`src/logic/lspcPkg.sv`:
```
// LSPC P-bus shared definitions
// Slot codes, field widths and the packed payload words used by the
// sprite/fix P-bus word assembly and the CPU VRAM address path
`default_nettype none

package lspcPkg;

	// Four fixed bus slots, one per clock
	localparam int SlotCount = 4;
	typedef logic [$clog2(SlotCount)-1:0] slotIdx_t;

	localparam slotIdx_t SlotSprTile = 2'd0;
	localparam slotIdx_t SlotSprPal  = 2'd1;
	localparam slotIdx_t SlotFix     = 2'd2;
	localparam slotIdx_t SlotIdle    = 2'd3;

	// Field widths
	localparam int VramAddrWidth   = 16;
	localparam int RasterWidth     = 9;
	localparam int TileWidth       = 20;
	localparam int AaWidth         = 3;
	localparam int AaSpeedWidth    = 8;
	localparam int SpriteLineWidth = 4;
	localparam int SprPalWidth     = 8;
	localparam int FixTileWidth    = 12;
	localparam int FixPalWidth     = 4;
	localparam int PbusHighWidth   = 8;
	localparam int PbusLowWidth    = 16;

	typedef logic [VramAddrWidth-1:0]   vramAddr_t;
	typedef logic [RasterWidth-1:0]     raster_t;
	typedef logic [TileWidth-1:0]       tile_t;
	typedef logic [AaWidth-1:0]         aaCount_t;
	typedef logic [AaSpeedWidth-1:0]    aaSpeed_t;
	typedef logic [SpriteLineWidth-1:0] spriteLine_t;

	// CPU register write, address load or modulo load
	typedef struct packed {
		logic                     wrAddr;
		logic                     wrMod;
		logic [VramAddrWidth-1:0] data;
	} cpuWrite_t;

	// Sprite attributes as fetched from VRAM
	typedef struct packed {
		tile_t                  tile;
		logic [SprPalWidth-1:0] pal;
		logic [RasterWidth-1:0] y;
		logic                   vflip;
		// Auto-animation enables, 2 or 3 low tile bits
		logic                   aa2;
		logic                   aa3;
	} spriteAttr_t;

	typedef struct packed {
		logic [FixTileWidth-1:0] tile;
		logic [FixPalWidth-1:0]  pal;
	} fixAttr_t;

	// Upper byte is the bidirectional part of the P bus
	typedef struct packed {
		logic [PbusHighWidth-1:0] high;
		logic [PbusLowWidth-1:0]  low;
	} pbusWord_t;

endpackage

`default_nettype wire
```
`src/logic/lspcPbus.sv`:
```
// LSPC P-bus word assembly, top level
// Slot sequencer, CPU VRAM address unit, auto-animation timer,
// sprite tile builder and the registered P-bus output mux
`timescale 1ns/1ps
`default_nettype none

module lspcPbus import lspcPkg::*; (
	input  logic        clk24m,
	input  logic        rst,
	input  cpuWrite_t   cpuWr,
	input  logic        vramDone,
	input  raster_t     raster,
	input  logic        frameStart,
	input  aaSpeed_t    aaSpeed,
	input  logic        aaDisable,
	input  spriteAttr_t sprite,
	input  fixAttr_t    fix,
	output pbusWord_t   pbus,
	output logic        pbusDrive,
	output vramAddr_t   vramAddr
);

	slotIdx_t    slot;
	logic        drive;
	aaCount_t    aaCount;
	tile_t       sprTile;
	spriteLine_t sprLine;

	// Bus slot rotation and drive decode
	pbusSequencer seq (
		.clk24m (clk24m),
		.rst    (rst),
		.slot   (slot),
		.drive  (drive)
	);

	// CPU VRAM address path
	vramAddrUnit vau (
		.clk24m   (clk24m),
		.rst      (rst),
		.cpuWr    (cpuWr),
		.vramDone (vramDone),
		.vramAddr (vramAddr)
	);

	autoAnimTimer aat (
		.clk24m     (clk24m),
		.rst        (rst),
		.frameStart (frameStart),
		.aaSpeed    (aaSpeed),
		.aaCount    (aaCount)
	);

	// Line number and animated tile index
	spriteTileBuilder stb (
		.sprite    (sprite),
		.raster    (raster),
		.aaCount   (aaCount),
		.aaDisable (aaDisable),
		.tileOut   (sprTile),
		.line      (sprLine)
	);

	pbusMux mux (
		.clk24m    (clk24m),
		.rst       (rst),
		.slot      (slot),
		.drive     (drive),
		.tile      (sprTile),
		.line      (sprLine),
		.sprite    (sprite),
		.fix       (fix),
		.pbus      (pbus),
		.pbusDrive (pbusDrive)
	);

endmodule

`default_nettype wire

```
`src/logic/pbusMux.sv`:
```
// P-bus output multiplexer
// Builds the word for the current slot and registers it, together
// with the upper-byte drive enable, onto the P bus outputs
`timescale 1ns/1ps
`default_nettype none

module pbusMux import lspcPkg::*; (
	input  logic        clk24m,
	input  logic        rst,
	input  slotIdx_t    slot,
	input  logic        drive,
	input  tile_t       tile,
	input  spriteLine_t line,
	input  spriteAttr_t sprite,
	input  fixAttr_t    fix,
	output pbusWord_t   pbus,
	output logic        pbusDrive
);

	pbusWord_t wordNext;

	// Slot word select
	always_comb begin
		case (slot)
			SlotSprTile: begin
				// Tile MSBs share the upper byte with the line number
				wordNext.high = {tile[TileWidth-1:PbusLowWidth], line};
				wordNext.low  = tile[PbusLowWidth-1:0];
			end
			SlotSprPal: begin
				wordNext.high = sprite.pal;
				wordNext.low  = PbusLowWidth'(sprite.y);
			end
			SlotFix: begin
				wordNext.high = PbusHighWidth'(fix.pal);
				wordNext.low  = PbusLowWidth'(fix.tile);
			end
			default: begin
				// Idle slot, bus parked at zero
				wordNext = '0;
			end
		endcase
	end

	// Output register, lags the slot by one cycle
	always_ff @(posedge clk24m) begin
		if (rst) begin
			pbus      <= '0;
			pbusDrive <= 1'b0;
		end else begin
			pbus      <= wordNext;
			pbusDrive <= drive;
		end
	end

	// Idle word and released upper byte come out together
	property pIdleRelease;
		@(posedge clk24m) disable iff (rst)
			(!$past(rst) && $past(slot) == SlotIdle) |-> (!pbusDrive && pbus == '0);
	endproperty
	aIdleRelease: assert property (pIdleRelease)
		else $error("P bus driven after idle slot");

endmodule

`default_nettype wire

```
`src/logic/spriteTileBuilder.sv`:
```
// Sprite tile word builder
// Works out the line inside the sprite from the lookahead raster and
// the sprite Y position, and substitutes auto-animation bits in the tile
`timescale 1ns/1ps
`default_nettype none

module spriteTileBuilder import lspcPkg::*; (
	input  spriteAttr_t sprite,
	input  raster_t     raster,
	input  aaCount_t    aaCount,
	input  logic        aaDisable,
	output tile_t       tileOut,
	output spriteLine_t line
);

	raster_t yLookahead;
	raster_t yAdd;
	logic    aa3En;
	logic    aa2Only;
	logic    aa2En;

	// Render one line ahead of the current raster
	assign yLookahead = raster + 1'b1;

	// Sum wraps at 512 lines
	assign yAdd = yLookahead + sprite.y;

	// Low nibble picks the line in the tile, mirrored under vflip
	assign line = yAdd[SpriteLineWidth-1:0] ^ {SpriteLineWidth{sprite.vflip}};

	// Auto-animation enables
	// 3-bit mode implies the 2-bit replacement too
	assign aa3En   = sprite.aa3 & ~aaDisable;
	assign aa2Only = sprite.aa2 & ~aaDisable;
	assign aa2En   = aa3En | aa2Only;

	always_comb begin
		tileOut = sprite.tile;
		if (aa3En) begin
			tileOut[2] = aaCount[2];
		end
		if (aa2En) begin
			tileOut[1:0] = aaCount[1:0];
		end
	end

endmodule

`default_nettype wire

```
`src/logic/autoAnimTimer.sv`:
```
// Sprite auto-animation timer
// Divides frame pulses by aaSpeed plus one and steps the
// 3-bit auto-animation tile index on each divider rollover
`timescale 1ns/1ps
`default_nettype none

module autoAnimTimer import lspcPkg::*; (
	input  logic     clk24m,
	input  logic     rst,
	input  logic     frameStart,
	input  aaSpeed_t aaSpeed,
	output aaCount_t aaCount
);

	aaSpeed_t frameDiv;
	logic     divWrap;

	// Rollover when the divider has reached the programmed speed
	assign divWrap = (frameDiv == aaSpeed);

	always_ff @(posedge clk24m) begin
		if (rst) begin
			frameDiv <= '0;
			aaCount  <= '0;
		end else if (frameStart) begin
			if (divWrap) begin
				frameDiv <= '0;
				// Index wraps modulo 8
				aaCount  <= aaCount + 1'b1;
			end else begin
				// Speed lowered below the count wraps through 255
				frameDiv <= frameDiv + 1'b1;
			end
		end
	end

	// Index moves only on the edge after a frame pulse
	property pAaStep;
		@(posedge clk24m) disable iff (rst)
			(!$past(rst) && !$stable(aaCount)) |-> $past(frameStart);
	endproperty
	aAaStep: assert property (pAaStep)
		else $error("aaCount changed without frameStart");

endmodule

`default_nettype wire

```
`src/logic/vramAddrUnit.sv`:
```
// CPU-side VRAM address unit
// Holds the VRAM address and modulo registers. The address is loaded by
// a CPU address write, or advanced by the modulo when a VRAM write completes
`timescale 1ns/1ps
`default_nettype none

module vramAddrUnit import lspcPkg::*; (
	input  logic      clk24m,
	input  logic      rst,
	input  cpuWrite_t cpuWr,
	input  logic      vramDone,
	output vramAddr_t vramAddr
);

	vramAddr_t modReg;
	vramAddr_t addrAutoInc;
	vramAddr_t addrNext;
	logic      addrUpdate;

	// Modulo register, new value only seen from the next edge
	always_ff @(posedge clk24m) begin
		if (rst) begin
			modReg <= '0;
		end else if (cpuWr.wrMod) begin
			modReg <= cpuWr.data;
		end
	end

	// Address plus modulo, wraps at 16 bits
	assign addrAutoInc = vramAddr + modReg;

	// Update type select
	// Direct load wins over the post-write increment
	assign addrNext   = cpuWr.wrAddr ? cpuWr.data : addrAutoInc;
	assign addrUpdate = cpuWr.wrAddr | vramDone;

	always_ff @(posedge clk24m) begin
		if (rst) begin
			vramAddr <= '0;
		end else if (addrUpdate) begin
			vramAddr <= addrNext;
		end
	end

	// No address movement without a load or a completed write
	property pAddrHold;
		@(posedge clk24m) disable iff (rst)
			(!$past(rst) && !$past(cpuWr.wrAddr) && !$past(vramDone))
				|-> $stable(vramAddr);
	endproperty
	aAddrHold: assert property (pAddrHold)
		else $error("vramAddr changed without wrAddr or vramDone");

endmodule

`default_nettype wire

```
`src/logic/pbusSequencer.sv`:
```
// P-bus slot sequencer
// Steps through the four bus slots, one per clock, and decodes
// the upper-byte drive enable for the current slot
`timescale 1ns/1ps
`default_nettype none

module pbusSequencer import lspcPkg::*; (
	input  logic     clk24m,
	input  logic     rst,
	output slotIdx_t slot,
	output logic     drive
);

	// Free-running slot counter, wraps 3 -> 0 on its own
	always_ff @(posedge clk24m) begin
		if (rst) begin
			slot <= SlotSprTile;
		end else begin
			slot <= slot + 1'b1;
		end
	end

	// Upper byte released only in the idle slot
	// Registered in the mux together with the word itself
	assign drive = (slot != SlotIdle);

	// Rotation must never skip or repeat a slot
	property pSlotStep;
		@(posedge clk24m) disable iff (rst)
			!$past(rst) |-> slot == slotIdx_t'($past(slot) + 1'b1);
	endproperty
	aSlotStep: assert property (pSlotStep)
		else $error("slot did not advance by one");

endmodule

`default_nettype wire

```
`config.mk`:
```
export PLATFORM = sky130hd
export DESIGN_NAME = lspcPbus
export DESIGN_NICKNAME = d
export VERILOG_FILES = /design/src/logic/lspcPkg.sv /design/src/logic/lspcPbus.sv /design/src/logic/pbusMux.sv /design/src/logic/spriteTileBuilder.sv /design/src/logic/autoAnimTimer.sv /design/src/logic/vramAddrUnit.sv /design/src/logic/pbusSequencer.sv
export SDC_FILE = /design/constraint.sdc
export NUM_CORES = 1
export LEC_CHECK = 0
export ABC_AREA = 1
export BUFFER_PORTS_ARGS = -buffer_cell sky130_fd_sc_hd__clkbuf_2
export CAP_MARGIN = 10
export CORE_MARGIN = 5
export CORE_UTILIZATION = 54
export CTS_BUF_LIST = sky130_fd_sc_hd__clkbuf_4
export CTS_CLUSTER_DIAMETER = 50
export DETAILED_ROUTE_END_ITERATION = 7
export PLACE_DENSITY = 0.81
export SYNTH_ARGS = -nofsm -noshare
export SYNTH_HDL_FRONTEND = slang
export SYNTH_HIERARCHICAL = 1
export SYNTH_SLANG_ARGS = --single-unit
```
`constraint.sdc`:
```
create_clock -name clk24m -period 2.2 [get_ports clk24m]
set_clock_uncertainty 0.1 [all_clocks]
set_input_delay 0.22 -clock clk24m [delete_from_list [all_inputs] [get_ports clk24m]]
set_output_delay 0.22 -clock clk24m [all_outputs]
set_load 0.005 [all_outputs]
```
Word-level counts from Yosys, hierarchy flattened
Index checks and enable logic that the tools add are counted.
{"block": "totals", "ff_bits": 70, "inputBits": 96, "elab_cells": 31}
{"block": "op_classes", "n_reduce_logical": 2, "n_addsub": 6, "mux": 5, "eq_ne": 4, "bitwise": 6}
{"cell": "24-bit one-hot mux with 3 select lines", "count": 1}
{"cell": "16-bit adder", "count": 1}
{"cell": "16-bit 2-to-1 mux", "count": 1}
{"cell": "8-bit by 1-bit adder with 8-bit output (second input constant)", "count": 1}
{"cell": "8-bit equality test", "count": 1}
{"cell": "8-bit 2-to-1 mux", "count": 1}
{"cell": "4-bit by 1-bit adder with 4-bit output (second input constant)", "count": 1}
{"cell": "4-bit adder", "count": 1}
{"cell": "4-bit XOR", "count": 1}
{"cell": "3-bit by 1-bit adder with 3-bit output (second input constant)", "count": 1}
{"cell": "2-bit by 1-bit adder with 2-bit output (second input constant)", "count": 1}
{"cell": "1-bit AND", "count": 2}
{"cell": "2-bit by 1-bit equality test with 1-bit output (second input constant)", "count": 1}
{"cell": "2-bit equality test (second input constant)", "count": 1}
{"cell": "2-bit logical NOT", "count": 1}
{"cell": "2-bit 2-to-1 mux", "count": 1}
{"cell": "2-bit != test (second input constant)", "count": 1}
{"cell": "1-bit OR", "count": 2}
{"cell": "2-bit AND reduction", "count": 1}
{"cell": "1-bit 2-to-1 mux", "count": 1}
{"cell": "1-bit NOT", "count": 1}

Depth between registers and ports, before layout
Gate-level depths: netlist (run 1).
{"block": "logic_depth", "word_depth": 5, "ltp_mapped": 11, "depth_no_buf": 11}

Modules after synthesis
Netlist (run 1), hierarchy kept.
{"module": "vramAddrUnit", "area_per_inst_um2": 2067.0, "instances": 1, "cells_per_inst": 321}
{"module": "pbusMux", "area_per_inst_um2": 1174.9, "instances": 1, "cells_per_inst": 151}
{"module": "autoAnimTimer", "area_per_inst_um2": 789.5, "instances": 1, "cells_per_inst": 134}
{"module": "spriteTileBuilder", "area_per_inst_um2": 384.1, "instances": 1, "cells_per_inst": 64}
{"module": "pbusSequencer", "area_per_inst_um2": 67.6, "instances": 1, "cells_per_inst": 7}

Worst setup path before layout (run 1)
OpenSTA, ideal clock, no wires.
{"block": "synth_path", "path_kind": "register to register", "start": "register vau.vramAddr[0]", "end": "register vau.vramAddr[6]", "arrival_time_ns": 1.506, "setup_ns": 0.132, "path_stages_with_launch": 10, "required_ns": 1.968, "path_slack_ns": 0.461, "cell_sequence": "dfxtp_1 > ha_1 > fa_1 > nand2_1 > nand2_1 > nand3b_1 > nand2_1 > or2_0 > nand3_1 > a21oi_1"}
{"block": "synth_between", "elab_chain_cells": 2}
{"element": "start, declared", "line_no": "vramAddrUnit.sv:12", "source": "output vramAddr_t vramAddr"}
{"element": "start signal, assigned", "line_no": "vramAddrUnit.sv:41", "source": "vramAddr <= addrNext;"}
{"element": "16-bit adder", "line_no": "vramAddrUnit.sv:30", "source": "assign addrAutoInc = vramAddr + modReg;"}
{"element": "16-bit 2-to-1 mux", "line_no": "vramAddrUnit.sv:34", "source": "assign addrNext = cpuWr.wrAddr ? cpuWr.data : addrAutoInc;"}
No other way between the ends.
A chain may end at the register's enable or synchronous reset.

Worst setup path after layout (run 1)
{"block": "layout_path", "start": "register seq.slot[1]", "end": "register mux/pbus[11] (netlist name)"}
{"block": "layout_between", "elab_chain_cells": 2}
{"element": "start, declared", "line_no": "pbusSequencer.sv:10", "source": "output slotIdx_t slot,"}
{"element": "start signal, assigned", "line_no": "pbusSequencer.sv:17", "source": "slot <= SlotSprTile;"}
{"element": "start signal, assigned", "line_no": "pbusSequencer.sv:19", "source": "slot <= slot + 1'b1;"}
{"element": "2-bit equality test (tied with other cells)", "line_no": "pbusMux.sv:24", "source": "case (slot)"}
{"element": "24-bit one-hot mux with 3 select lines *", "line_no": "pbusMux.sv:24"}
Every way passes the cells marked *; elsewhere a longest branch is shown, timed or not.

==> results of run 1 <==
[worst max-delay path: stages, from the launching register on]
cell and delay, ns:
dfxtp_2 0.64, inv_4 0.16, nor2_1 0.23, nand2_1 0.11, a21oi_2 0.15, dlygate4sd3_1 0.55
[worst max-delay path by stage]
stage | startpoint | endpoint | slack, ns | cells past startpoint
6_report | seq/slot[1]$_SDFF_PP0_ | mux/pbus[11]$_SDFF_PP0_ | 0.21 | 5
5_1_grt | vau/vramAddr[0]$_SDFFE_PP0P_ | vau/vramAddr[12]$_SDFFE_PP0P_ | 0.06 | 10
4_1_cts | seq/slot[1]$_SDFF_PP0_ | mux/pbus[11]$_SDFF_PP0_ | 0.03 | 5
3_5_place_dp | vau/vramAddr[0]$_SDFFE_PP0P_ | vau/vramAddr[6]$_SDFFE_PP0P_ | 0.29 | 9
3_3_place_gp | vau/vramAddr[0]$_SDFFE_PP0P_ | vau/vramAddr[6]$_SDFFE_PP0P_ | 0.35 | 9
2_1_floorplan | vau/vramAddr[0]$_SDFFE_PP0P_ | vau/vramAddr[6]$_SDFFE_PP0P_ | 0.46 | 9
[flip-flops by register name, indices dropped and copies added, names as in the netlist]
register	count
mux/pbus	24
vau/modReg	16
vau/vramAddr	16
aat/frameDiv	8
aat/aaCount	3
seq/slot	2
mux/pbusDrive	1
[area by class of cell]
cell class / instances / area [µm²] / area share
Clock buffer: 9 / 67.56 / 0.01202
Tap cell: 105 / 131.4 / 0.02336
Timing Repair Buffer: 178 / 1109 / 0.1972
Inverter: 106 / 402.9 / 0.07165
Antenna cell: 1 / 2.502 / 0.0004450
Multi-Input combinational cell: 464 / 2386 / 0.4243
Sequential cell: 70 / 1403 / 0.2494
Clock inverter: 7 / 121.4 / 0.02158
[cells in the final DEF, fill, tap and decap left out, types with 2 or more instances in the layout]
cell,instances
buf_4,7
nor2_2,5
a21oi_1,22
nand3_2,2
a21oi_2,7
dlygate4sd3_1,40
xnor2_1,5
bufinv_16,3
nor2_1,66
inv_4,2
clkbuf_4,9
o21ai_0,19
o21ai_1,3
or2_1,2
clkinv_4,2
nand4_1,3
fa_1,2
inv_1,87
clkbuf_2,131
inv_2,15
nand3b_1,4
or2_0,3
clkinv_1,2
a31oi_1,4
dfxtp_1,69
nand2_2,13
a22oi_1,11
nor3_1,4
nand3_1,66
nand2_1,190
xor2_1,8
ha_1,21
[routing by layer]
layer,vias up,share of wire,track usage
li1,2397,-,-
met1,2057,0.40,0.2653
met2,165,0.50,0.4316
met3,29,0.065,0.06021
met4,0,0.029,0.08793
met5,-,0,0
[cells by family after synthesis]
group,after synthesis,share of synthesized area
and+or+nand+nor,362,0.3525
AOI/OAI and AO/OA,66,0.08680
adders and majority gates,23,0.06754
buffers and inverters,143,0.1552
DFF,70,0.3126
xor gates and xnor gates,13,0.02540
[power breakdown]
| part | switching, mW | internal, mW | total, mW |
|---|---|---|---|
| sequential | 0.0622 | 1.36 | 1.42 |
| clock | 0.489 | 0.581 | 1.07 |
| combinational | 0.429 | 0.350 | 0.779 |
[what timing repair did]
item | 4_1_cts | 5_1_grt
setup buffers | 0 | 0
setup endpoints to repair | 0 | 2
hold buffers | 40 | 0
gates resized for setup | 0 | 1
endpoints found under the hold margin | 38 | 0
==> metrics, run 1 <==
Post-synth EDFFs=0; Fin. Hold Viols=0; worst r2r dst=mux/pbus[11]$_SDFF_PP0_; Synth Instances=677; R2R setup slack=0.21 ns; WP data required=2.47 ns; period utilisation layout=0.9023; synth cell count leaders=nand2_1 (190), inv_1 (87), dfxtp_1 (70); register area share after synthesis=0.3126; Crit path arrival time=2.25 ns; Num CTS Buffers=9; total number of vias=4648; top cell type's share of synthesized area=0.3126; share of cells above drive strength 1=0.2434; Setup CP Type=register to register; crit-path max FO=17; setup tns final=0 ns; Synth async-reset ratio=0; Die Y=101.1 µm; Reg2Reg Depth=5; area leader, netlist=dfxtp_1; syn avg cell area=6.622 µm²; All-Layer GR Usage=0.2374; Hold Path Class=input port to register; Post-Place Cell Area=5030 µm²; boundary pin count=137; HP Start=fix[8]; Mapped Nets=796; largest buffer count on any clock path=2; Final Wtd Congestion=0.8534; CP startpoint kind=register; GR Overflow Total=0; placed cell count=883; vias per inst=4.945; Avg WL per Cell=12.71 µm; Initial Util=0.5511; utilization after layout=0.6913; Fillers=722; pwr dens=581.3 nW/µm²; most frequent cell after synthesis=nand2_1; Skew-Pair Late Insertion Delay=0.41 ns; CTS Sinks=70; DRT Wirelength=11940 µm; Worst slew margin=0.5999; Cell variety after synth=35; Min-Delay Endpoint=mux/pbus[4]$_SDFF_PP0_; Clock transition at path regs=0.13 ns; area added between synthesis and finish=25.43%; Pwr Total=3.269 mW; non-filler cells, final=940; Die ar.=10220 µm²; CORE AREA=8134 µm²; Worst Tran Pin Value=0.5995 ns; worst r2r src=seq/slot[1]$_SDFF_PP0_; largest cells by area after synthesis=dfxtp_1 (31%), nand2_1 (16%), nand3_1 (7.4%); Achievable Freq=503.8 MHz; Hold Path Cell Cnt=5; setup violators final=0; largest net degree at the start of global routing=22; 1st-iter DRT viols=194; LEAKAGE=3.081 nW; row count=33; root buf cell=clkbuf_4; final antenna-violating net count=0; initial antenna violation count=0; min setup slack post-route=0.2150 ns; Nets=948; drt pass-1 iters=5; Most used DFF post-synth=dfxtp_1; CTS tree=built; global-route wire length before repair=19640 µm; Synth Cell Area=4483 µm²; RSZ-0062 raised after global routing=no; DRC viols=0; Final Max Tran Viols=0; cell area after layout=5623 µm²; dpl ws=0.2901 ns; H-tree levels=3; vias in the first global route=4601; Period minus WS final=1.985 ns; I/O Buffers=131; register bit total from synthesis=70; Post-DP HPWL=8777 µm; die extent in x=101.1 µm; Synth Warn #=6; Max rail drop VDD=0.3722 mV; Hold Slack=0.03153 ns; max_cap viols=0; CP Capture Type=register; run status=finished clean
Power figures use the tool's default switching activity.
==> inputs of run 2 (changes only) <==
--- a/config.mk
+++ b/config.mk
@@ -8,8 +8,10 @@
 export ABC_AREA = 1
 export BUFFER_PORTS_ARGS = -buffer_cell sky130_fd_sc_hd__clkbuf_2
 export CAP_MARGIN = 10
+export CELL_PAD_IN_SITES_DETAIL_PLACEMENT = 0
+export CELL_PAD_IN_SITES_GLOBAL_PLACEMENT = 1
 export CORE_MARGIN = 5
-export CORE_UTILIZATION = 54
+export CORE_UTILIZATION = 37
 export CTS_BUF_LIST = sky130_fd_sc_hd__clkbuf_4
 export CTS_CLUSTER_DIAMETER = 50
 export DETAILED_ROUTE_END_ITERATION = 7
==> metrics, run 2 (same netlist as run 1, synthesis figures left out) <==
vias in the first global route=4431; CORE AREA=11960 µm²; most common cell after layout, fill and taps aside=nand2_1; DRT Wirelength=12470 µm; period utilisation layout=0.8956; Final Max Tran Viols=0; largest buffer count on any clock path=2; H-tree levels=3; worst path cell trace=inv_4, nor2_1, nand2_1, a21oi_2, dlygate4sd3_1; n_diodes=0; 1st-iter DRT viols=220; initial antenna violation count=0; largest reg by FF count=mux/pbus; Post-Place Cell Area=5082 µm²; global-route wire length before repair=20370 µm; dpl ws=0.3018 ns; Post-DP HPWL=9274 µm; All-Layer GR Usage=0.1759; Crit path largest cell delay=0.66 ns; cell area after layout=5762 µm²; Period minus WS final=1.970 ns; row count=40; LEAKAGE=3.119 nW; setup tns final=0 ns; setup violators final=0; CP startpoint kind=register; crit-path max FO=14; WP data required=2.47 ns; vias per inst=4.642; DRC viols=0; Post CTS Setup Buffer Count=0; max FFs per register=24; Achievable Freq=507.5 MHz; die extent in x=120.1 µm; Hold Path Class=input port to register; Nets=965; root buf cell=clkbuf_4; run status=finished clean; most frequent cells in the layout=nand2_1 (190), clkbuf_2 (131), inv_1 (87); CP Capture Type=register; I/O Buffers=131; Worst slew margin=0.5774; Max rail drop VDD=0.2554 mV; Die ar.=14420 µm²; Fin. Hold Viols=0; max_cap viols=0; CTS Sinks=70; Setup CP Type=register to register; GR Overflow Total=0; total number of vias=4619; Num CTS Buffers=9; Skew-Pair Late Insertion Delay=0.43 ns; min setup slack post-route=0.2296 ns; Worst Tran Pin Value=0.6332 ns; Crit path arrival time=2.24 ns; Final Wtd Congestion=0.8743; CTS tree=built; Initial Util=0.3748; area added between synthesis and finish=28.52%; share of cells above drive strength 1=0.2311; final antenna-violating net count=0; boundary pin count=137; biggest regs=mux/pbus (24), vau/modReg (16), vau/vramAddr (16); Clock transition at path regs=0.10 ns; pwr dens=523.0 nW/µm²; Avg WL per Cell=12.53 µm; Die Y=120.1 µm; RSZ-0062 raised after global routing=no; drt pass-1 iters=4; slowest cell on the critical path=dfxtp_1; largest net degree at the start of global routing=22; R2R setup slack=0.23 ns
-- run 2: changes by cell type in the layout (fill, tap and decap cells not counted) --
cell           previous run  this run
bufinv_16                 3         1
diode_2                   1         0
dlygate4sd3_1            40        57
dfxtp_2                   1         0
clkinv_2                  1         0
clkinv_4                  2         0
inv_6                     1         0
clkinv_1                  2         5
dfxtp_1                  69        70
-- run 2: report_power, final --
part           internal (mW)  switching [mW]  leakage [nW]
combinational          0.396           0.441          2.48
clock                  0.318           0.443        0.0602
sequential              1.36          0.0583         0.578
-- run 2: path summary, 6_finish.rpt --
check,start,end,cells after the start
setup reg to reg,seq/slot[1]$_SDFF_PP0_,mux/pbus[10]$_SDFF_PP0_,5
hold reg to reg,vau/modReg[11]$_SDFFE_PP0P_,vau/modReg[11]$_SDFFE_PP0P_,2
setup / recovery,seq/slot[1]$_SDFF_PP0_,mux/pbus[10]$_SDFF_PP0_,5
hold / removal,frameStart,aat/frameDiv[0]$_SDFFE_PP0P_,3
-- run 2: repair_timing --
action                                 CTS  global route
resized for setup                        0             0
endpoints found under the hold margin   54             0
hold buffers                            57             0
-- run 2: worst max-delay path: cells and delay by family, from the launching register on --
family                 cells  cell delay, ns
buffers and inverters      2            0.71
DFF                        1            0.66
and+or+nand+nor            2            0.32
AOI/OAI and AO/OA          1            0.14
-- run 2: layer usage --
metal,global-route usage,up-vias,share of wire
li1,-,2432,-
met5,0,-,0
met1,0.1998,2046,0.42
met4,0.05655,0,0.013
met3,0.06268,13,0.073
met2,0.3066,128,0.50
-- run 2: per-stage QoR --
step	hold WS [ns]	std cells	power (mW)	utilization
floorplan	0.1891	677	1.946	-
global placement	0.3441	925	2.154	0.4249
detailed placement	0.3418	925	2.167	0.4249
CTS	0.02157	995	3.074	0.4817
global route	0.03472	995	3.234	0.4817
finish	0.06604	995	3.014	0.4817
-- run 2: area by class of cell --
| type | instances | area, µm² |
|---|---|---|
| clock buffer | 9 | 67.56 |
| sequential | 70 | 1401 |
| fill | 1229 | 6200 |
| inverter | 106 | 402.9 |
| timing repair buffer | 195 | 1279 |
| multi-input combinational | 464 | 2386 |
| clock inverter | 4 | 41.29 |
| tap | 147 | 183.9 |
==> inputs of run 3 (changes only) <==
--- a/config.mk
+++ b/config.mk
@@ -11,12 +11,11 @@
 export CELL_PAD_IN_SITES_DETAIL_PLACEMENT = 0
 export CELL_PAD_IN_SITES_GLOBAL_PLACEMENT = 1
 export CORE_MARGIN = 5
-export CORE_UTILIZATION = 37
-export CTS_BUF_LIST = sky130_fd_sc_hd__clkbuf_4
+export CORE_UTILIZATION = 35
+export CTS_BUF_LIST = sky130_fd_sc_hd__clkbuf_16
 export CTS_CLUSTER_DIAMETER = 50
 export DETAILED_ROUTE_END_ITERATION = 7
-export PLACE_DENSITY = 0.81
+export PLACE_DENSITY = 0.79
 export SYNTH_ARGS = -nofsm -noshare
 export SYNTH_HDL_FRONTEND = slang
-export SYNTH_HIERARCHICAL = 1
 export SYNTH_SLANG_ARGS = --single-unit
==> metrics, run 3 <==
Post-DP HPWL=8646 µm; area leader, netlist=dfxtp_1; CTS Sinks=70; vias per inst=4.663; top cell type's share of synthesized area=0.3525; HP Start=sprite[36]; pwr dens=650.7 nW/µm²; most frequent cells in the layout=nand2_1 (178), clkbuf_2 (131), inv_1 (73); final antenna-violating net count=0; max FFs per register=24; CORE AREA=11270 µm²; Clock transition at path regs=0.06 ns; Die ar.=13590 µm²; Synth Cell Area=3975 µm²; placed cell count=843; synth cell count leaders=nand2_1 (178), inv_1 (72), dfxtp_1 (70); Synth Instances=582; max_cap viols=0; initial antenna violation count=0; Post-synth EDFFs=0; CP Capture Type=register; syn avg cell area=6.830 µm²; run status=finished clean; Synth async-reset ratio=0; largest cells by area after synthesis=dfxtp_1 (35%), nand2_1 (17%), ha_1 (7.9%); largest buffer count on any clock path=2; largest net degree at the start of global routing=21; boundary pin count=137; worst setup path start=seq.slot[0]$_SDFF_PP0_; DRT Wirelength=11430 µm; Nets=846; row count=39; CTS tree=built; LEAKAGE=2.734 nW; crit-path max FO=14; Fin. Hold Viols=0; global-route wire length before repair=19090 µm; drt pass-1 iters=5; Mapped Nets=705; setup violators final=0; All-Layer GR Usage=0.1779; Skew-Pair Late Insertion Delay=0.34 ns; area added between synthesis and finish=28.86%; period utilisation layout=0.9183; Cell variety after synth=35; largest reg by FF count=mux.pbus; most common cell after layout, fill and taps aside=nand2_1; I/O Buffers=131; H-tree levels=3; register bit total from synthesis=70; Num CTS Buffers=9; total number of vias=4052; Worst Tran Pin Value=0.6834 ns; CP startpoint kind=register; R2R setup slack=0.18 ns; Hold Path Class=input port to register; worst r2r src=seq.slot[0]$_SDFF_PP0_; Period minus WS final=2.020 ns; Avg WL per Cell=13.15 µm; cell area after layout=5122 µm²; Fillers=1179; DRC viols=0; utilization after layout=0.4544; Post CTS Setup Buffer Count=0; most frequent cell after synthesis=nand2_1; Setup CP Type=register to register; Crit path arrival time=2.15 ns; Final Wtd Congestion=0.8138; RSZ-0062 raised after global routing=no; post-cts resize count=0; 1st-iter DRT viols=120; Achievable Freq=495.0 MHz; Synth Warn #=0; Die Y=116.6 µm; Max rail drop VDD=0.3575 mV; Worst slew margin=0.5439; Initial Util=0.3526; Most used DFF post-synth=dfxtp_1; register area share after synthesis=0.3525; biggest regs=mux.pbus (24), vau.modReg (16), vau.vramAddr (16); setup tns final=0 ns; root buf cell=clkbuf_16; share of cells above drive strength 1=0.2204; vias in the first global route=4242; n_diodes=0; GR Overflow Total=0; Final Max Tran Viols=0; Post-Place Cell Area=4757 µm²; WP data required=2.33 ns; die extent in x=116.6 µm; non-filler cells, final=869
## run 3: changes by cell type in the layout (fill, tap and decap cells not counted), sizes merged, moves of 3 or more
cell / delta
a31oi: +5
dlygate4sd3: -45
ha: +4
inv: -31
nand2: -23
nand3: -36
nor2: -6
o21ai: -3
## run 3: layout make-up
type / instances / area [µm²] / area share
Sequential cell: 70 / 1401 / 0.2736
Timing Repair Buffer: 148 / 813.3 / 0.1588
Multi-Input combinational cell: 422 / 2213 / 0.4321
Inverter: 72 / 270.3 / 0.05276
Tap cell: 143 / 178.9 / 0.03493
Clock inverter: 5 / 20.02 / 0.003908
Clock buffer: 9 / 225.2 / 0.04397
## run 3: per-layer routing
metal,vias to the layer above,share of wire,track usage
met5,-,0,0
met2,95,0.52,0.3257
li1,2123,-,-
met3,11,0.066,0.06218
met4,0,0.0091,0.05505
met1,1823,0.41,0.1920
## run 3: final timing paths
path	depth (start not counted)	endpoint
worst max-delay path	6	mux.pbus[9]$_SDFF_PP0_
worst min-delay path	3	mux.pbus[20]$_SDFF_PP0_
worst max register to register	6	mux.pbus[9]$_SDFF_PP0_
worst min register to register	1	seq.slot[0]$_SDFF_PP0_
## run 3: stage by stage
stage / setup slack [ns] / hold slack (ns) / total power [mW]
final: 0.1798 / 0.01515 / 3.333
after detailed placement: 0.2972 / 0.3353 / 2.098
after global routing: 0.06387 / 0.01532 / 3.549
after floorplan: 0.4476 / 0.2427 / 1.831
after global placement: 0.3161 / 0.3339 / 2.086
after CTS: 0.2029 / 0.003483 / 3.395
## run 3: logic make-up (layout without fill, tap and decap cells)
group           Yosys count  in the layout  synth area share
fa+ha+maj                27             27           0.08876
simple gates            304            304            0.3236
flops                    70             70            0.3525
mux                       1              1          0.002518
compound gates           74             74            0.1067
xor+xnor                 16             16           0.03525
buf+inv                  90            234           0.09065
## run 3: what timing repair did
item,in CTS,in global routing
hold endpoints to repair,11,0
setup endpoints to repair,0,0
hold buffers,12,0
## run 3: report_power, final
part | internal [mW] | switching, mW | total (mW)
Sequential | 1.36 | 0.0513 | 1.41
Clock | 0.731 | 0.522 | 1.25
Combinational | 0.297 | 0.371 | 0.668
## run 3: critical path, cell delays in order (launching register included)
cell and delay, ns:
dfxtp_1 0.40, ha_1 0.18, nor2_2 0.04, buf_4 0.16
inv_1 0.37, a21oi_1 0.08, dlygate4sd3_1 0.57
